`config.mk`:
```
export PLATFORM = sky130hd
export DESIGN_NAME = i3c_enthdr_top
export DESIGN_NICKNAME = d
export VERILOG_FILES = /design/src/common/i3c_pkg.sv /design/src/hw/enthdr/i3c_enthdr_fsm.sv /design/src/hw/i3c_enthdr_top.sv /design/src/hw/i3c_scl_gen.sv /design/src/hw/i3c_sdr_rx.sv /design/src/hw/i3c_sdr_tx.sv /design/src/hw/regf/i3c_regf.sv
export SDC_FILE = /design/constraint.sdc
export NUM_CORES = 1
export LEC_CHECK = 0
export BUFFER_PORTS_ARGS = -buffer_cell sky130_fd_sc_hd__buf_2
export CORE_MARGIN = 2
export CORE_UTILIZATION = 30
export DETAILED_ROUTE_END_ITERATION = 10
export MAX_ROUTING_LAYER = met4
export PLACE_DENSITY = 0.47
export SYNTH_ARGS = -nofsm -noshare
export SYNTH_HDL_FRONTEND = slang
export SYNTH_SLANG_ARGS = --single-unit
```
`constraint.sdc`:
```
create_clock -name i_clk -period 6.4 [get_ports i_clk]
set_input_delay 0.64 -clock i_clk [delete_from_list [all_inputs] [get_ports i_clk]]
set_output_delay 0.64 -clock i_clk [all_outputs]
set_load 0.01 [all_outputs]
```
`src/common/i3c_pkg.sv`:
```
/* i3c controller shared definitions
   register map, serializer and receiver modes, control and status words */
`default_nettype none

package i3c_pkg;

  // register file map
  localparam int REGF_AW = 12;                                 // address width
  localparam logic [REGF_AW-1:0] REGF_BCAST_ADDR = 12'd46;     // 7'h7e + write bit
  localparam logic [REGF_AW-1:0] REGF_CCC_ADDR   = 12'd50;     // enthdr ccc code

  // what the sda serializer does in the current phase
  typedef enum logic [2:0] {
    TX_START   = 3'd0,  // sda falls while scl high
    TX_BYTE    = 3'd1,  // 8 bits msb first
    TX_TBIT    = 3'd2,  // odd parity of last byte
    TX_STOP    = 3'd3,  // sda rises while scl high
    TX_RELEASE = 3'd4   // hands sda to the target for ack
  } i3c_tx_mode_e;

  // receiver sampling modes
  typedef enum logic [1:0] {
    RX_ACK = 2'd0,      // ack bit, reports nack and done
    RX_ARB = 2'd1       // header bits, sample only
  } i3c_rx_mode_e;

  // engine to serializer, held for a whole phase
  typedef struct packed {
    logic         en;     // phase active
    i3c_tx_mode_e mode;
    logic         pp_od;  // 1 push-pull, 0 open-drain
  } i3c_tx_ctrl_t;

  // completion status returned with done
  typedef struct packed {
    logic nack;           // target did not ack the broadcast header
  } i3c_status_t;

  // request attributes
  typedef struct packed {
    logic stop_after_nack;  // end the frame with stop on nack
  } i3c_req_t;

endpackage

`default_nettype wire

```
`src/hw/enthdr/i3c_enthdr_fsm.sv`:
```
/* enthdr command engine
   sequences start, broadcast header, ack, ccc code, t bit and stop and
   reports done with the nack status */
`timescale 1ns/1ps
`default_nettype none

module i3c_enthdr_fsm (
  input  wire                         i_clk,
  input  wire                         i_rst_n,
  input  wire                         i_req_valid,
  output logic                        o_req_ready,
  output logic                        o_done_valid,
  output i3c_pkg::i3c_status_t        o_done_status,
  input  wire                         i_tx_mode_done,
  input  wire                         i_rx_mode_done,
  input  wire                         i_rx_nack,
  input  wire                         i_scl_fall,
  output i3c_pkg::i3c_tx_ctrl_t       o_tx_ctrl,
  output logic                        o_rx_en,
  output i3c_pkg::i3c_rx_mode_e       o_rx_mode,
  output logic                        o_regf_rd_en,
  output logic [i3c_pkg::REGF_AW-1:0] o_regf_addr,
  output logic                        o_bus_active
);

  import i3c_pkg::*;

  typedef enum logic [2:0] {
    IDLE      = 3'd0,
    START     = 3'd1,
    BROADCAST = 3'd2,
    ACK       = 3'd3,
    CCC       = 3'd4,
    TBIT      = 3'd5,
    STOP      = 3'd6
  } state_e;

  state_e state;
  logic   nack_q;                    // header was not acked
  logic   tx_step;                   // serializer phase ends on this scl fall
  logic   ack_step;

  assign tx_step  = i_tx_mode_done && i_scl_fall;
  assign ack_step = i_rx_mode_done && i_scl_fall;

  always_ff @(posedge i_clk or negedge i_rst_n)
  begin
    if (!i_rst_n)
    begin
      state        <= IDLE;
      nack_q       <= 1'b0;
      o_done_valid <= 1'b0;
    end
    else
    begin
      o_done_valid <= 1'b0;
      case (state)
        IDLE:
        begin
          if (i_req_valid && o_req_ready)
          begin
            state  <= START;
            nack_q <= 1'b0;
          end
        end
        START:     if (tx_step) state <= BROADCAST;
        BROADCAST: if (tx_step) state <= ACK;
        ACK:
        begin
          if (ack_step)
          begin
            nack_q <= i_rx_nack;
            state  <= i_rx_nack ? STOP : CCC;   // nack skips the ccc byte
          end
        end
        CCC:       if (tx_step) state <= TBIT;
        TBIT:      if (tx_step) state <= STOP;
        STOP:
        begin
          if (i_tx_mode_done)        // sda released with scl parked high
          begin
            state        <= IDLE;
            o_done_valid <= 1'b1;
          end
        end
        default:   state <= IDLE;
      endcase
    end
  end

  assign o_req_ready         = (state == IDLE) && !o_done_valid;
  assign o_done_status.nack  = nack_q;
  assign o_bus_active        = (state != IDLE) && (state != STOP);  // stop lets scl park
  assign o_regf_rd_en        = (state == IDLE) || (state == ACK);   // one phase ahead
  assign o_regf_addr         = (state == ACK) ? REGF_CCC_ADDR : REGF_BCAST_ADDR;
  assign o_rx_en             = (state == BROADCAST) || (state == ACK);
  assign o_rx_mode           = (state == ACK) ? RX_ACK : RX_ARB;

  always_comb
  begin
    o_tx_ctrl.en    = (state != IDLE);
    o_tx_ctrl.mode  = TX_RELEASE;    // ack slot and idle
    o_tx_ctrl.pp_od = 1'b0;          // open-drain unless the ccc part
    case (state)
      START:     o_tx_ctrl.mode = TX_START;
      BROADCAST: o_tx_ctrl.mode = TX_BYTE;
      CCC:
      begin
        o_tx_ctrl.mode  = TX_BYTE;
        o_tx_ctrl.pp_od = 1'b1;
      end
      TBIT:
      begin
        o_tx_ctrl.mode  = TX_TBIT;
        o_tx_ctrl.pp_od = 1'b1;
      end
      STOP:      o_tx_ctrl.mode = TX_STOP;
      default:   o_tx_ctrl.mode = TX_RELEASE;
    endcase
  end

endmodule

`default_nettype wire

```
`src/hw/i3c_enthdr_top.sv`:
```
/* enthdr controller slice
   engine, scl generator, sda serializer, receiver and register file */
`timescale 1ns/1ps
`default_nettype none

module i3c_enthdr_top #(
  parameter int CLK_DIV = 4                       // clocks per scl half period
) (
  input  wire                        i_clk,
  input  wire                        i_rst_n,
  input  wire                        i_req_valid,
  input  wire i3c_pkg::i3c_req_t     i_req,
  output logic                       o_req_ready,
  output logic                       o_done_valid,
  output i3c_pkg::i3c_status_t       o_done_status,
  input  wire                        i_cfg_we,
  input  wire [i3c_pkg::REGF_AW-1:0] i_cfg_addr,
  input  wire [7:0]                  i_cfg_wdata,
  output logic                       o_scl,
  output logic                       o_sda_drive_low,
  output logic                       o_pp_od,
  input  wire                        i_sda
);

  import i3c_pkg::*;

  i3c_tx_ctrl_t       tx_ctrl;
  logic               tx_mode_done;
  logic               rx_en;
  i3c_rx_mode_e       rx_mode;
  logic               rx_mode_done;
  logic               rx_nack;
  logic               regf_rd_en;
  logic [REGF_AW-1:0] regf_addr;
  logic [7:0]         regf_rdata;
  logic               bus_active;
  logic               scl_rise;
  logic               scl_fall;
  logic               req_valid;

  // only the stop-after-nack policy exists in this engine
  assign req_valid = i_req_valid && i_req.stop_after_nack;

  i3c_enthdr_fsm u_fsm (
    .i_clk          (i_clk),
    .i_rst_n        (i_rst_n),
    .i_req_valid    (req_valid),
    .o_req_ready    (o_req_ready),
    .o_done_valid   (o_done_valid),
    .o_done_status  (o_done_status),
    .i_tx_mode_done (tx_mode_done),
    .i_rx_mode_done (rx_mode_done),
    .i_rx_nack      (rx_nack),
    .i_scl_fall     (scl_fall),
    .o_tx_ctrl      (tx_ctrl),
    .o_rx_en        (rx_en),
    .o_rx_mode      (rx_mode),
    .o_regf_rd_en   (regf_rd_en),
    .o_regf_addr    (regf_addr),
    .o_bus_active   (bus_active)
  );

  i3c_scl_gen #(.CLK_DIV(CLK_DIV)) u_scl_gen (
    .i_clk      (i_clk),
    .i_rst_n    (i_rst_n),
    .i_en       (bus_active),
    .o_scl      (o_scl),
    .o_scl_rise (scl_rise),
    .o_scl_fall (scl_fall)
  );

  i3c_sdr_tx u_sdr_tx (
    .i_clk           (i_clk),
    .i_rst_n         (i_rst_n),
    .i_ctrl          (tx_ctrl),
    .i_data          (regf_rdata),
    .i_scl_rise      (scl_rise),
    .i_scl_fall      (scl_fall),
    .o_sda_drive_low (o_sda_drive_low),
    .o_pp_od         (o_pp_od),
    .o_mode_done     (tx_mode_done)
  );

  i3c_sdr_rx u_sdr_rx (
    .i_clk       (i_clk),
    .i_rst_n     (i_rst_n),
    .i_en        (rx_en),
    .i_mode      (rx_mode),
    .i_sda       (i_sda),
    .i_scl_rise  (scl_rise),
    .i_scl_fall  (scl_fall),
    .o_nack      (rx_nack),
    .o_mode_done (rx_mode_done)
  );

  i3c_regf u_regf (
    .i_clk   (i_clk),
    .i_rst_n (i_rst_n),
    .i_we    (i_cfg_we),
    .i_waddr (i_cfg_addr),
    .i_wdata (i_cfg_wdata),
    .i_rd_en (regf_rd_en),
    .i_raddr (regf_addr),
    .o_rdata (regf_rdata)
  );

endmodule

`default_nettype wire

```
`src/hw/i3c_scl_gen.sv`:
```
/* scl generator
   toggles scl every CLK_DIV clocks while enabled and flags the edges one
   cycle ahead, parks high once released */
`timescale 1ns/1ps
`default_nettype none

module i3c_scl_gen #(
  parameter int CLK_DIV = 4          // i_clk cycles per scl half period, >= 2
) (
  input  wire  i_clk,
  input  wire  i_rst_n,
  input  wire  i_en,
  output logic o_scl,
  output logic o_scl_rise,           // scl goes high at the next clock edge
  output logic o_scl_fall            // scl goes low at the next clock edge
);

  localparam int CW = (CLK_DIV > 1) ? $clog2(CLK_DIV) : 1;
  localparam logic [CW-1:0] CNT_MAX = CW'(CLK_DIV - 1);

  logic [CW-1:0] cnt;                // position inside the half period
  logic          run;
  logic          last;               // final cycle of the half period

  assign run  = i_en || !o_scl;      // a low phase is always finished so scl parks high
  assign last = (cnt == CNT_MAX);

  assign o_scl_rise = run && last && !o_scl;
  assign o_scl_fall = i_en && last && o_scl;

  always_ff @(posedge i_clk or negedge i_rst_n)
  begin
    if (!i_rst_n)
    begin
      cnt   <= '0;
      o_scl <= 1'b1;                 // idle bus
    end
    else if (run)
    begin
      if (last)
      begin
        cnt   <= '0;
        o_scl <= ~o_scl;
      end
      else
      begin
        cnt <= cnt + 1'b1;
      end
    end
    else
    begin
      cnt <= '0;                     // next frame starts with a full high phase
    end
  end

endmodule

`default_nettype wire

```
`src/hw/i3c_sdr_rx.sv`:
```
/* sdr receiver
   samples sda on scl rise, reports ack or nack at the following scl fall */
`timescale 1ns/1ps
`default_nettype none

module i3c_sdr_rx (
  input  wire                        i_clk,
  input  wire                        i_rst_n,
  input  wire                        i_en,
  input  wire i3c_pkg::i3c_rx_mode_e i_mode,
  input  wire                        i_sda,
  input  wire                        i_scl_rise,
  input  wire                        i_scl_fall,
  output logic                       o_nack,
  output logic                       o_mode_done
);

  import i3c_pkg::*;

  logic sda_q;                       // last sampled bus level
  logic ack_seen;                    // ack bit captured in this phase
  logic ack_mode;

  assign ack_mode = (i_mode == RX_ACK);

  always_ff @(posedge i_clk or negedge i_rst_n)
  begin
    if (!i_rst_n)
    begin
      sda_q    <= 1'b0;
      ack_seen <= 1'b0;
    end
    else if (!i_en)
    begin
      ack_seen <= 1'b0;
    end
    else if (i_scl_rise)
    begin
      sda_q    <= i_sda;             // header bits in arb mode are only sampled
      ack_seen <= ack_mode;
    end
  end

  assign o_nack      = sda_q;        // high level means nobody pulled sda low
  assign o_mode_done = i_en && ack_mode && ack_seen && i_scl_fall;

endmodule

`default_nettype wire

```
`src/hw/i3c_sdr_tx.sv`:
```
/* sdr sda serializer
   start, byte, t bit and stop on the sda line, with its own bit counter
   and odd parity */
`timescale 1ns/1ps
`default_nettype none

module i3c_sdr_tx (
  input  wire                        i_clk,
  input  wire                        i_rst_n,
  input  wire i3c_pkg::i3c_tx_ctrl_t i_ctrl,
  input  wire [7:0]                  i_data,
  input  wire                        i_scl_rise,
  input  wire                        i_scl_fall,
  output logic                       o_sda_drive_low,
  output logic                       o_pp_od,
  output logic                       o_mode_done
);

  import i3c_pkg::*;

  logic         prev_en;             // ctrl as seen last cycle
  i3c_tx_mode_e prev_mode;
  logic         phase_start;         // first cycle of a new phase
  logic         shift;               // next data bit goes out
  logic [7:0]   shreg;
  logic [2:0]   bit_cnt;             // bits already on the line minus one
  logic         tbit;                // odd parity of last loaded byte
  logic         stop_hi;             // scl is high during stop

  assign phase_start = i_ctrl.en && (!prev_en || (prev_mode != i_ctrl.mode));
  assign shift = i_ctrl.en && (i_ctrl.mode == TX_BYTE) && i_scl_fall &&
                 (bit_cnt != 3'd7) && !phase_start;

  always_ff @(posedge i_clk or negedge i_rst_n)
  begin
    if (!i_rst_n)
    begin
      prev_en         <= 1'b0;
      prev_mode       <= TX_START;
      o_sda_drive_low <= 1'b0;
      o_pp_od         <= 1'b0;       // open-drain at idle
      bit_cnt         <= 3'd0;
      stop_hi         <= 1'b0;
    end
    else
    begin
      prev_en   <= i_ctrl.en;
      prev_mode <= i_ctrl.mode;
      o_pp_od   <= i_ctrl.en && i_ctrl.pp_od;  // follows the phase, aligned with sda
      if (!i_ctrl.en)
      begin
        o_sda_drive_low <= 1'b0;     // released between frames
        stop_hi         <= 1'b0;
      end
      else if (phase_start)
      begin
        bit_cnt <= 3'd0;
        stop_hi <= 1'b0;
        case (i_ctrl.mode)
          TX_START: o_sda_drive_low <= 1'b1;          // scl still high here
          TX_BYTE:  o_sda_drive_low <= ~i_data[7];     // msb first
          TX_TBIT:  o_sda_drive_low <= ~tbit;
          TX_STOP:  o_sda_drive_low <= 1'b1;          // low before scl rises
          default:  o_sda_drive_low <= 1'b0;          // ack slot, target drives
        endcase
      end
      else if (shift)
      begin
        bit_cnt         <= bit_cnt + 3'd1;
        o_sda_drive_low <= ~shreg[6];
      end
      else if (i_ctrl.mode == TX_STOP)
      begin
        if (stop_hi)
          o_sda_drive_low <= 1'b0;   // sda rises with scl high
        if (i_scl_rise)
          stop_hi <= 1'b1;
      end
    end
  end

  // byte payload and its parity
  always_ff @(posedge i_clk)
  begin
    if (phase_start && (i_ctrl.mode == TX_BYTE))
    begin
      shreg <= i_data;
      tbit  <= ~^i_data;             // odd parity over data plus t
    end
    else if (shift)
    begin
      shreg <= {shreg[6:0], 1'b0};
    end
  end

  always_comb
  begin
    o_mode_done = 1'b0;
    if (i_ctrl.en)
    begin
      case (i_ctrl.mode)
        TX_BYTE: o_mode_done = i_scl_fall && (bit_cnt == 3'd7);
        TX_STOP: o_mode_done = stop_hi;                 // no more scl edges once parked
        default: o_mode_done = i_scl_fall;              // single bit phases
      endcase
    end
  end

endmodule

`default_nettype wire

```
`src/hw/regf/i3c_regf.sv`:
```
/* controller register file
   holds the broadcast header and the ccc code, config write port and a
   registered read port */
`timescale 1ns/1ps
`default_nettype none

module i3c_regf (
  input  wire                        i_clk,
  input  wire                        i_rst_n,
  input  wire                        i_we,
  input  wire [i3c_pkg::REGF_AW-1:0] i_waddr,
  input  wire [7:0]                  i_wdata,
  input  wire                        i_rd_en,
  input  wire [i3c_pkg::REGF_AW-1:0] i_raddr,
  output logic [7:0]                 o_rdata
);

  import i3c_pkg::*;

  localparam int NREG = REGF_CCC_ADDR - REGF_BCAST_ADDR + 1;  // 46..50
  localparam int IW   = $clog2(NREG);
  localparam logic [7:0] BCAST_RST = 8'hFC;                   // 7'h7e, write
  localparam logic [7:0] CCC_RST   = 8'h20;                   // enthdr0

  logic [7:0]    mem [NREG];
  logic          w_hit;
  logic          r_hit;
  logic [IW-1:0] widx;
  logic [IW-1:0] ridx;

  assign w_hit = (i_waddr >= REGF_BCAST_ADDR) && (i_waddr <= REGF_CCC_ADDR);
  assign r_hit = (i_raddr >= REGF_BCAST_ADDR) && (i_raddr <= REGF_CCC_ADDR);
  assign widx  = IW'(i_waddr - REGF_BCAST_ADDR);
  assign ridx  = IW'(i_raddr - REGF_BCAST_ADDR);

  always_ff @(posedge i_clk or negedge i_rst_n)
  begin
    if (!i_rst_n)
    begin
      for (int i = 0; i < NREG; i++)
      begin
        mem[i] <= (i == 0) ? BCAST_RST : (i == NREG - 1) ? CCC_RST : 8'h00;
      end
    end
    else if (i_we && w_hit)
    begin
      mem[widx] <= i_wdata;          // writes outside the window are dropped
    end
  end

  // read data lands one cycle after the request and holds otherwise
  always_ff @(posedge i_clk)
  begin
    if (i_rd_en)
    begin
      o_rdata <= r_hit ? mem[ridx] : 8'h00;
    end
  end

endmodule

`default_nettype wire

```
## Yosys cells after proc, flatten, opt, wreduce, memory -nomap -nowiden

Cells that the tools add are included.

| storage, ports and cells | value |
|---|---|
| register bits | 76 |
| output and inout bits | 6 |

| operators by class | value |
|---|---|
| reductions and logical operators | 51 |
| muxes and demuxes | 45 |
| equal/unequal tests | 27 |
| add/subtract/negate cells | 4 |
| order comparisons | 7 |
| bitwise gates (word level) | 6 |

Operator list:

| kind | number |
|---|---|
| bitwise mux 40 bit | 1 |
| two-way mux 3 bit | 9 |
| logical AND 1 bit | 25 |
| binary-select mux 8 bit (select 3 bit) | 1 |
| demux 8 bit (select 3 bit) | 1 |
| two-way mux 8 bit | 3 |
| one-hot mux 3 bit (7 select lines) | 1 |
| two-way mux 1 bit | 19 |
| != test 3 bit (second input constant) | 5 |
| two-way mux 7 bit | 2 |
| != test 2 x 1 -> 1 bit (second input constant) | 7 |
| equality test 3 x 2 -> 1 bit (second input constant) | 4 |
| equality test 3 bit (second input constant) | 4 |
| greater-or-equal comparator 12 x 6 -> 1 bit (second input constant) | 1 |
| less-or-equal comparator 12 x 6 -> 1 bit (second input constant) | 1 |
| one-hot mux 3 bit (4 select lines) | 1 |
| greater-or-equal comparator 4 bit (second input constant) | 2 |
| != test 4 bit (second input constant) | 2 |
| inverter 3 -> 4 bit | 2 |
| AND reduction 2 bit | 4 |
| XNOR reduction 8 bit | 1 |
| AND reduction 7 bit | 1 |
| equality test 3 x 1 -> 1 bit (second input constant) | 2 |
| greater-or-equal comparator 6 bit (second input constant) | 1 |
| other kinds (21) | 40 |

## Logic depth before layout (Yosys ltp)

Gate-level depths: netlist (run 1).

| logic depth | value |
|---|---|
| depth after elaboration | 11 |
| depth in mapped cells | 7 |

## By module

A second synthesis (run 1) with hierarchy kept.

| unflattened totals | value |
|---|---|
| cells, all modules | 291 |
| area total of the unflattened synthesis | 3,878.7 um^2 |

By module, submodules not included:

| module | instances | area an instance (um^2) | cells an instance | sequential area each (um^2) |
|---|---|---|---|---|
| i3c_regf | 1 | 2,260.9 | 144 | 1,249.9 |
| i3c_sdr_tx | 1 | 883.3 | 67 | 490.5 |
| i3c_enthdr_fsm | 1 | 490.5 | 60 | 125.1 |
| i3c_scl_gen | 1 | 141.4 | 11 | 76.3 |
| i3c_sdr_rx | 1 | 96.3 | 8 | 50.0 |
| i3c_enthdr_top | 1 | 6.3 | 1 | 0.0 |

## Least setup slack after synthesis (run 1)

Ideal clock, no wire load.

| timing path | value |
|---|---|
| path type | register -> register |
| start | register u_fsm.state[1] |
| end | register u_sdr_tx.shreg[1] (data pin) |
| arrival time | 1.814 ns |
| period minus slack after synthesis | 2.074 ns |
| data required time | 6.140 ns |
| stages on the path, launching flop included | 8 |
| setup slack | 4.326 ns |
| library setup time | 0.260 ns |
| cell sequence | dfrtp_1 buf_6 or3_1 buf_6 o32ai_2 o21ai_2 o21ai_4 mux2_2 |

RTL lines:

| what | RTL line | source |
|---|---|---|
| start, declared | i3c_enthdr_fsm.sv:38 | `state_e state;` |
| start signal, assigned | i3c_enthdr_fsm.sv:73 | `state <= i_rx_nack ? STOP : CCC;` |
| end signal, assigned | i3c_sdr_tx.sv:87 | `shreg <= i_data;` |
| end signal, assigned | i3c_sdr_tx.sv:92 | `shreg <= {shreg[6:0], 1'b0};` |
| end, declared | i3c_sdr_tx.sv:25 | `logic [7:0] shreg;` |

## Worst setup path after layout (run 1)

| timing path | value |
|---|---|
| start | register u_fsm.state[0] |
| end | register u_sdr_tx.shreg[4] (data pin) |

| between the ends | value |
|---|---|
| word-level cells in the longest chain between the ends | 8 |
| elaborated cells between the ends (all ways) | 14 |

Ends and longest elaborated chain:

| what | RTL line | source |
|---|---|---|
| equality test 3 bit or equality test 3 x 2 -> 1 bit (tied branches) | i3c_enthdr_fsm.sv:104 | `case (state)` |
| OR reduction 2 bit (no line) | n/a |  |
| one-hot mux 3 bit (4 select lines) | i3c_enthdr_fsm.sv:104 |  |
| != test 3 bit | i3c_sdr_tx.sv:30 | `assign phase_start = i_ctrl.en && (!prev_en \|\| (prev_mode != i_ctrl.mode));` |
| logical OR 1 bit | i3c_sdr_tx.sv:30 |  |
| logical AND 1 bit | i3c_sdr_tx.sv:30 |  |
| logical AND 1 bit * | i3c_sdr_tx.sv:85 | `if (phase_start && (i_ctrl.mode == TX_BYTE))` |
| two-way mux 7 bit * | i3c_sdr_tx.sv:85 |  |

Every way passes the cells marked *; elsewhere a longest branch is shown, timed or not.
A chain may end at the register's enable or synchronous reset.

==> metrics.cfg, run 1 <==
[worst_setup_path]
cp_top_family=compound AO/OA/AOI/OAI gates
crit_required_ns=6.46
crit_buf_inv=1
critPathLaunchType=flip-flop
crit_path_max_incr_delay_ns=0.76
slowest_stage=dfrtp_1
worst_r2r_path_depth=5
end_kind=flip-flop
path_class=reg2reg
cp_max_fo=20
crit_path_cell_trace=inv_1 > o32ai_2 > o21ai_2 > o21ai_4 > mux2_2
worst_ep_arrival_time_ns=2.56
regToRegSetupSlack_ns=3.90
timing.rr.end=u_sdr_tx.shreg[4]$_DFFE_PP_
r2r_start=u_fsm.state[0]$_DFFE_PN0P_

[drt]
dr.pass1.iters=4
avgRoutedWirePerCell_um=13.8
wirelength_um=4740
met1Wirelength_um=2400
viasPerCell=4.68
drcViolationCount=0
routed-wl-met3_um=186
vias=1614
maxUsedRoutingLayer=met4
drtAntennaViolNets=0
first_iter_violations=116
met2_wirelength_um=2080

[clock_tree]
post_cts_buffers=0
hold_buffers=0
cts_made_buffers=5
cts.sink_count=52
cts.htree.levels=2
cts_tree=built
insertion_delay_ns=0.31
cts_buffer_depth=2
cts_root_buffer=clkbuf_8
post_cts_resized=0
cts.clk_slew.worst_paths_ns=0.10

[placement]
io_buffer_count=31
place_ws_ns=3.91
gp_congestion=0.727
place_hpwl_um=3300

[synth]
synthFlopType=dfrtp_1
yosysUniqueCellTypes=48
ys_seq_area_share_pct=56.1
synth.top_cell.area_share_pct=28.3
synth_edf_count=16
avgSynthCellArea_sq_um=11.8
async_flop_share_pct=69.2
yosysMostFrequentCell=nand2_1
syn_area_sq_mm=0.00248
synth.area.top_cells=dfrtp_1 28%, edfxtp_1 19%, mux2_2 10%
ys_seq_elements=52
yosys-top-cells-count=31 x nand2_1, 28 x dfrtp_1, 23 x mux2_2
synth_cells=210
synth_fp_nets=239
synth_area_leader_cell=dfrtp_1
yosysWarnings=0

[timing]
hold_slack_ns=0.425
final.min_clock_period_ns=2.50
setup_tns_ns=0
finalCritPeriodShare_pct=39.0
worst_slew_pin_slew_ns=0.843
clock.fmax_mhz=401
fin_ws_ns=3.90
fin_skew_ns=0.00806
slew_headroom_pct=43.8
drv_slew=0
setup_viol=0
hold_viol_final=0
rsz0062_at_grt=false

[floorplanning]
initial_core_util_pct=30.6
coreArea_sq_mm=0.00809
die_height_um=94.9
ios=32
die_w_um=94.9
fp-row-count=33
dieArea_sq_mm=0.00901

[run_status]
status=complete, no violations

[layout]
postLayoutCoreUtil_pct=35.0
areaGrowthSynthToFinish_pct=14.4
drive_above_1_share_pct=32.1
nets=268
antennaDiodeCount=0

[grt]
grt_max_degree=37
first_global_vias=1588
grt_usage_pct=12.3
gr-total-overflow=0
antenna_found_initial=0
grt_pass1_wl_um=8170

[power_and_ir_drop]
power_density_mw_per_mm2=208
power.leakage_nw=1.27
peakVddDrop_mv=0.0868
power_uw=590

[hold_path]
min_path_type=in2async

[run]
cap_violations=0

==> per-layer routing <==
layer	vias to the layer above	GRT usage, %
met5	-	-
met3	4	2.55
met1	768	17.0
met2	38	17.2
met4	0	5.43
li1	804	-
==> placed cells by master (no fill, tap or decap), types with 3 or more instances in the layout <==
master and count:
a21oi_1 7, buf_2 31, clkbuf_8 7, dfrtp_1 28
dfstp_2 8, edfxtp_1 16, ha_1 3, inv_1 6
mux2_2 23, mux2i_1 3, nand2_1 31, nand2b_1 5
nor2_1 13, nor4b_1 3, o21ai_0 11, xnor2_1 8
==> report_power, final <==
part           switching [mW]  internal (mW)
Combinational         0.00884        0.00673
Clock                   0.110          0.122
Sequential           0.000346          0.342
Total                   0.120          0.471
==> through the flow <==
stage	instance area [sq um]	instances
floorplan	2480	210
global placement	2710	337
detailed placement	2710	337
CTS	2840	345
global route	2840	345
finish	2840	345
==> flip-flops by register name, indices dropped and copies added, names as in the netlist, 2 cells and up <==
| name | flops |
|---|---|
| u_scl_gen.cnt | 2 |
| u_sdr_tx.shreg | 7 |
| u_sdr_tx.bit_cnt | 3 |
| u_sdr_tx.prev_mode | 3 |
| u_regf.mem | 16 |
| u_fsm.state | 3 |
| u_regf.o_rdata | 8 |
==> kinds of logic (layout without fill, tap and decap cells) <==
group	Yosys count	after routing	share of synthesized area [%]
and+or+nand+nor	70	70	14.3
DFF	52	52	56.1
AOI/OAI and AO/OA	33	33	9.49
muxes	26	26	11.7
buffers and inverters	15	45	2.98
xor gates and xnor gates	10	10	3.53
adders and majority gates	4	4	1.92
==> cell type report <==
cell class / instances / area (sq um)
flip-flops and latches: 52 / 1390
clock buffers: 8 / 121
fillers: 851 / 5260
repair buffers: 31 / 155
inverters: 6 / 22.5
well taps: 105 / 131
multi-input cells: 143 / 1010
==> worst register-to-register path, stage by stage, from the launching register on <==
cell,delay (ns)
dfrtp_1,0.76
inv_1,0.28
o32ai_2,0.41
o21ai_2,0.13
o21ai_4,0.29
mux2_2,0.38
==> worst max path at each step <==
stage                     depth (start not counted)                               to                        from
after global placement                            5      u_sdr_tx.shreg[4]$_DFFE_PP_  u_fsm.state[0]$_DFFE_PN0P_
after floorplan                                   7      u_sdr_tx.shreg[1]$_DFFE_PP_  u_fsm.state[1]$_DFFE_PN0P_
after global routing                              5  u_sdr_tx.shreg[0]$_SDFFCE_PN0P_  u_fsm.state[1]$_DFFE_PN0P_
after detailed placement                          5      u_sdr_tx.shreg[4]$_DFFE_PP_  u_fsm.state[0]$_DFFE_PN0P_
final                                             5      u_sdr_tx.shreg[4]$_DFFE_PP_  u_fsm.state[0]$_DFFE_PN0P_
after CTS                                         5      u_sdr_tx.shreg[4]$_DFFE_PP_  u_fsm.state[0]$_DFFE_PN0P_
Power figures use the tool's default switching activity.
==> inputs of run 2 (changes only) <==
--- a/config.mk
+++ b/config.mk
@@ -10,7 +10,7 @@
 export CORE_UTILIZATION = 30
 export DETAILED_ROUTE_END_ITERATION = 10
 export MAX_ROUTING_LAYER = met4
-export PLACE_DENSITY = 0.47
+export PLACE_DENSITY = 0.49
 export SYNTH_ARGS = -nofsm -noshare
 export SYNTH_HDL_FRONTEND = slang
 export SYNTH_SLANG_ARGS = --single-unit
==> constraint.sdc (replaced) <==
create_clock -name i_clk -period 2.2 [get_ports i_clk]
set_input_delay 0.22 -clock i_clk [delete_from_list [all_inputs] [get_ports i_clk]]
set_output_delay 0.22 -clock i_clk [all_outputs]
set_load 0.01 [all_outputs]
==> metrics.cfg, run 2 (synthesized netlist as in run 1, its figures left out) <==
[timing]
rsz0062_at_grt=false
finalCritPeriodShare_pct=92.9  ; +54 points
final.min_clock_period_ns=2.04  ; -0.452 ns
fin_skew_ns=0.00205  ; -0.00601 ns
hold_viol_final=0  ; unchanged
worst_slew_pin_slew_ns=0.809  ; -0.0334 ns
setup_tns_ns=0  ; unchanged
fin_ws_ns=0.156  ; -3.75 ns
setup_viol=0  ; unchanged
slew_headroom_pct=46.0  ; +2.2 points
clock.fmax_mhz=489  ; +22%
drv_slew=0  ; unchanged

[clock_tree]
cts.sink_count=52  ; unchanged
cts_tree=built
cts.clk_slew.worst_paths_ns=0.09  ; about the same
insertion_delay_ns=0.30  ; about the same
cts_root_buffer=clkbuf_8
post_cts_buffers=0  ; unchanged
cts_made_buffers=5  ; unchanged
cts_buffer_depth=2  ; unchanged
hold_buffers=0  ; unchanged
post_cts_resized=0  ; unchanged
cts.htree.levels=2  ; unchanged

[worst_setup_path]
critPathLaunchType=flip-flop
worst_ep_arrival_time_ns=2.11  ; -0.45 ns
crit_path_cell_trace=or3_1 > o32ai_2 > o21ai_2 > o21ai_4 > mux2_2
worst_r2r_path_depth=5  ; unchanged
crit_path_max_incr_delay_ns=0.43  ; -0.33 ns
cp_max_fo=9  ; -55%
path_depth=5  ; unchanged
end_kind=flip-flop
crit_required_ns=2.26  ; -4.20 ns
cp_top_family=compound AO/OA/AOI/OAI gates
path_class=reg2reg
crit_buf_inv=0  ; -1
slowest_stage=dfrtp_1

[power_and_ir_drop]
intPower_mw=1.30  ; +180%
switching_share_pct=20.5  ; +0.22 points
p_clk_share_pct=36.5  ; -2.9 points
p_seq_share_pct=60.8  ; +2.9 points
power_density_mw_per_mm2=565  ; +170%
power.leakage_nw=1.31  ; +3.4%
p_sw_uw=335  ; +180%
power_frac_comb_pct=2.7  ; about the same
peakVddDrop_mv=0.242  ; +180%

[floorplanning]
dieArea_sq_mm=0.00901  ; unchanged
die_height_um=94.9  ; unchanged
coreArea_sq_mm=0.00809  ; unchanged
die_w_um=94.9  ; unchanged
fp-row-count=33  ; unchanged
initial_core_util_pct=30.6  ; unchanged
ios=32  ; unchanged

[grt]
first_global_vias=1641  ; +3.3%
grt_pass1_wl_um=8070  ; -1.3%
antenna_found_initial=0  ; unchanged
gr-total-overflow=0  ; unchanged
grt_max_degree=37  ; unchanged
grt_usage_pct=11.9  ; -0.31 points

[layout]
stdcell_count=356  ; +3.2%
final_cell_mix=31 x nand2_1, 31 x buf_2, 28 x dfrtp_1, 23 x mux2_2, 16 x edfxtp_1
areaGrowthSynthToFinish_pct=16.9
seqCellArea_sq_mm=0.00139  ; unchanged
nets=279  ; +4.1%
drive_above_1_share_pct=34.7  ; +2.6 points
multi_input_area_sq_mm=0.00101  ; unchanged
reg_top3=u_regf.mem x16, u_regf.o_rdata x8, u_sdr_tx.shreg x7
largest_reg_flops=16  ; unchanged
largest_register=u_regf.mem
antennaDiodeCount=0  ; unchanged
fill_cells=854  ; +0.35%

[drt]
dr.pass1.iters=4  ; unchanged
wirelength_um=4730  ; -0.40%
drcViolationCount=0  ; unchanged
first_iter_violations=96  ; -17%
vias=1662  ; +3.0%
avgRoutedWirePerCell_um=13.3  ; -3.5%
drtAntennaViolNets=0  ; unchanged
viasPerCell=4.67  ; -0.21%

[hold_path]
min_path_type=in2async

[run]
cap_violations=0  ; unchanged

[placement]
dp_cells=348  ; +3.3%
io_buffer_count=31  ; unchanged
place_ws_ns=0.165  ; -3.74 ns
gp_congestion=0.775  ; +6.5%
place_hpwl_um=3450  ; +4.5%

[run_status]
status=complete, no violations

[run 2: layer usage]
metal | up-vias | routed length, um | track usage (%)
li1 | 827 | - | -
met1 | 800 | 2380 | 16.9
met2 | 31 | 2120 | 17.0
met3 | 4 | 165 | 2.79
met4 | 0 | 55 | 3.62
met5 | - | 0 | -
[run 2: worst paths after layout]
path                                            endpoint                       start  slack [ns]
setup / recovery             u_sdr_tx.shreg[6]$_DFFE_PP_  u_fsm.state[0]$_DFFE_PN0P_        0.16
setup reg to reg             u_sdr_tx.shreg[6]$_DFFE_PP_  u_fsm.state[0]$_DFFE_PN0P_        0.16
max in group asynchronous      u_regf.mem[2]$_DFFE_PN0P_                     i_rst_n        1.69
hold / removal             u_sdr_rx.ack_seen$_DFFE_PN0P_                     i_rst_n       0.002
min in group i_clk           u_sdr_rx.o_nack$_DFFE_PN0P_                       i_sda        0.14
hold reg to reg               u_scl_gen.cnt[0]$_DFF_PN0_  u_scl_gen.cnt[0]$_DFF_PN0_        0.45
[run 2: metrics by stage]
| stage | power, mW | utilization (%) | hold WS, ns | cell area (sq um) |
|---|---|---|---|---|
| 5_1_grt | 1.72 | 35.8 | 0.0578 | 2900 |
| 4_1_cts | 1.66 | 35.8 | 0.0324 | 2900 |
| 6_report | 1.64 | 35.8 | 0.00206 | 2900 |
| 2_1_floorplan | 1.02 | - | -0.0756 | 2480 |
| 3_5_place_dp | 1.06 | 34.6 | 0.366 | 2800 |
| 3_3_place_gp | 1.06 | 34.6 | 0.369 | 2800 |
[run 2: power by group through the flow]
stage	clock network (mW)	registers [mW]	logic, mW
global placement	0	1.01	0.0457
global route	0.671	0.995	0.0520
finish	0.597	0.995	0.0443
CTS	0.619	0.995	0.0464
detailed placement	0	1.01	0.0462
floorplan	0	1.01	0.00657
[run 2: worst reg2reg max path, delay by kind of cell (launching register included)]
kind | cells | cell delay (ns)
AOI/OAI and AO/OA | 3 | 0.57
DFF | 1 | 0.43
muxes | 1 | 0.38
and+or+nand+nor | 1 | 0.42
[run 2: final cells by class]
type / count / share of cell area [%]
Clock buffer: 8 / 3.46
Inverter: 6 / 0.778
Multi-Input combinational cell: 143 / 35.0
Sequential cell: 52 / 48.0
Tap cell: 105 / 4.54
Timing Repair Buffer: 42 / 8.21
==> inputs of run 3 (changes only) <==
--- a/config.mk
+++ b/config.mk
@@ -7,10 +7,11 @@
 export LEC_CHECK = 0
 export BUFFER_PORTS_ARGS = -buffer_cell sky130_fd_sc_hd__buf_2
 export CORE_MARGIN = 2
-export CORE_UTILIZATION = 30
+export CORE_UTILIZATION = 51
 export DETAILED_ROUTE_END_ITERATION = 10
 export MAX_ROUTING_LAYER = met4
-export PLACE_DENSITY = 0.49
+export PLACE_DENSITY = 0.75
+export SETUP_SLACK_MARGIN = 0.05
 export SYNTH_ARGS = -nofsm -noshare
 export SYNTH_HDL_FRONTEND = slang
 export SYNTH_SLANG_ARGS = --single-unit
==> metrics.cfg, run 3 (synthesized netlist as in run 1, its figures left out) <==
[layout]
reg_top3=u_regf.mem x16, u_regf.o_rdata x8, u_sdr_tx.shreg x7
postLayoutCoreUtil_pct=60.2  ; +24 points
final_cell_mix=31 x nand2_1, 31 x buf_2, 28 x dfrtp_1, 23 x mux2_2, 16 x edfxtp_1
fill_cells=385  ; -55%
areaGrowthSynthToFinish_pct=14.0
antennaDiodeCount=0  ; unchanged
largest_register=u_regf.mem
drive_above_1_share_pct=34.7  ; unchanged
nets=279  ; unchanged
largest_reg_flops=16  ; unchanged

[run_status]
violations=hold timing
status=finished with violations

[clock_tree]
cts_tree=built
cts_buffer_depth=2  ; unchanged
post_cts_resized=0  ; unchanged
cts.sink_count=52  ; unchanged
cts.htree.levels=2  ; unchanged
cts.clk_slew.worst_paths_ns=0.09  ; about the same
cts_root_buffer=clkbuf_8
insertion_delay_ns=0.30  ; about the same
hold_buffers=0  ; unchanged
cts_made_buffers=5  ; unchanged
post_cts_buffers=0  ; unchanged

[floorplanning]
die_height_um=73.7  ; -22%
die_w_um=73.7  ; -22%
coreArea_sq_mm=0.00469  ; -42%
initial_core_util_pct=52.8  ; +22 points
ios=32  ; unchanged
fp-row-count=25  ; -24%
dieArea_sq_mm=0.00543  ; -40%

[timing]
final.min_clock_period_ns=2.01  ; -0.0342 ns
finalCritPeriodShare_pct=91.4  ; -1.6 points
worst_slew_pin_slew_ns=0.772  ; -0.0376 ns
clock.fmax_mhz=497  ; +1.7%
drv_slew=0  ; unchanged
rsz0062_at_grt=false
setup_tns_ns=0  ; unchanged
hold_viol_final=28  ; +28
setup_viol=0  ; unchanged
slew_headroom_pct=48.6  ; +2.5 points
fin_skew_ns=0.00453  ; +0.00248 ns
hold_slack_ns=-0.00824  ; -0.0103 ns

[drt]
first_iter_violations=79  ; -18%
dr.pass1.iters=4  ; unchanged
viasPerCell=5.59  ; +20%
wirelength_um=4350  ; -8.0%
avgRoutedWirePerCell_um=14.3  ; +7.4%
drcViolationCount=0  ; unchanged
drtAntennaViolNets=0  ; unchanged
vias=1706  ; +2.6%

[power_and_ir_drop]
intPower_mw=1.27  ; -2.5%
p_sw_uw=319  ; -4.6%
p_seq_share_pct=62.6  ; +1.8 points
power.leakage_nw=1.30  ; -0.64%
peakVddDrop_mv=0.435  ; +80%
switching_share_pct=20.1  ; -0.36 points
power_frac_comb_pct=2.7  ; about the same
p_clk_share_pct=34.7  ; -1.8 points
power_density_mw_per_mm2=562  ; -0.51%

[grt]
gr-total-overflow=0  ; unchanged
grt_usage_pct=18.7  ; +6.7 points
first_global_vias=1626  ; -0.91%
grt_pass1_wl_um=7580  ; -6.1%
grt_max_degree=37  ; unchanged
antenna_found_initial=0  ; unchanged

[worst_setup_path]
critPathLaunchType=flip-flop
path_class=reg2reg
crit_required_ns=2.26  ; about the same
worst_ep_arrival_time_ns=2.07  ; -0.04 ns
r2r_start=u_fsm.state[1]$_DFFE_PN0P_
cp_max_fo=9  ; unchanged
crit_start=u_fsm.state[1]$_DFFE_PN0P_
end_kind=flip-flop
regToRegSetupSlack_ns=0.19  ; +0.03 ns

[placement]
io_buffer_count=31  ; unchanged
gp_congestion=0.858  ; +11%
place_hpwl_um=3210  ; -7.0%

[hold_path]
min_path_type=in2async

[run]
cap_violations=0  ; unchanged

run 3: cell count changes in the layout (fill, tap and decap cells not counted):
cell and delta:
clkbuf_8 -1, o21ai_1 +1, o21ai_0 -1, clkinvlp_4 +1
run 3: cell type report:
class / instances / area, sq um / share of cell area [%]
flip-flops and latches: 52 / 1390 / 49.2
multi-input cells: 143 / 1010 / 35.9
repair buffers: 42 / 238 / 8.41
clock buffers: 7 / 86.3 / 3.05
well taps: 54 / 67.6 / 2.39
inverters: 6 / 22.5 / 0.797
clock inverters: 1 / 7.51 / 0.266
run 3: per-layer routing:
layer	vias up	GRT usage, %	part of all wire [%]
li1	825	-	-
met1	834	25.7	49
met2	42	27.4	46
met3	5	4.53	4.0
met4	0	5.86	0.48
met5	-	-	0
run 3: path summary, 6_finish.rpt:
check / endpoint / cells past startpoint
max: u_sdr_tx.shreg[3]$_DFFE_PP_ / 5
max in group asynchronous: u_sdr_tx.o_sda_drive_low$_DFFE_PN0P_ / 1
max reg2reg: u_sdr_tx.shreg[3]$_DFFE_PP_ / 5
min in group i_clk: u_sdr_rx.o_nack$_DFFE_PN0P_ / 3
min: u_regf.mem[0]$_DFFE_PN0P_ / 1
min reg2reg: u_scl_gen.cnt[0]$_DFF_PN0_ / 1
run 3: critical path, stage by stage (launching register included):
cell and delay [ns]:
dfrtp_1 0.43, or3_1 0.39, o32ai_2 0.17, o21ai_2 0.12, o21ai_4 0.27, mux2_2 0.38
run 3: power groups by stage:
stage	registers, mW	logic [mW]	clock network, mW
global placement	1.01	0.0436	0
finish	0.995	0.0432	0.551
CTS	0.995	0.0446	0.563
global route	0.995	0.0504	0.612
floorplan	1.01	0.00657	0
detailed placement	1.01	0.0443	0
run 3: per-stage QoR:
step	cell area (sq um)	worst slack, ns	instances	power [mW]	hold WS, ns
global placement	2730	0.233	297	1.06	0.341
floorplan	2480	0.126	210	1.02	-0.0756
global route	2830	0.102	305	1.66	0.0563
CTS	2830	0.188	305	1.60	0.0127
detailed placement	2730	0.188	297	1.06	0.339
finish	2830	0.190	305	1.59	-0.00824
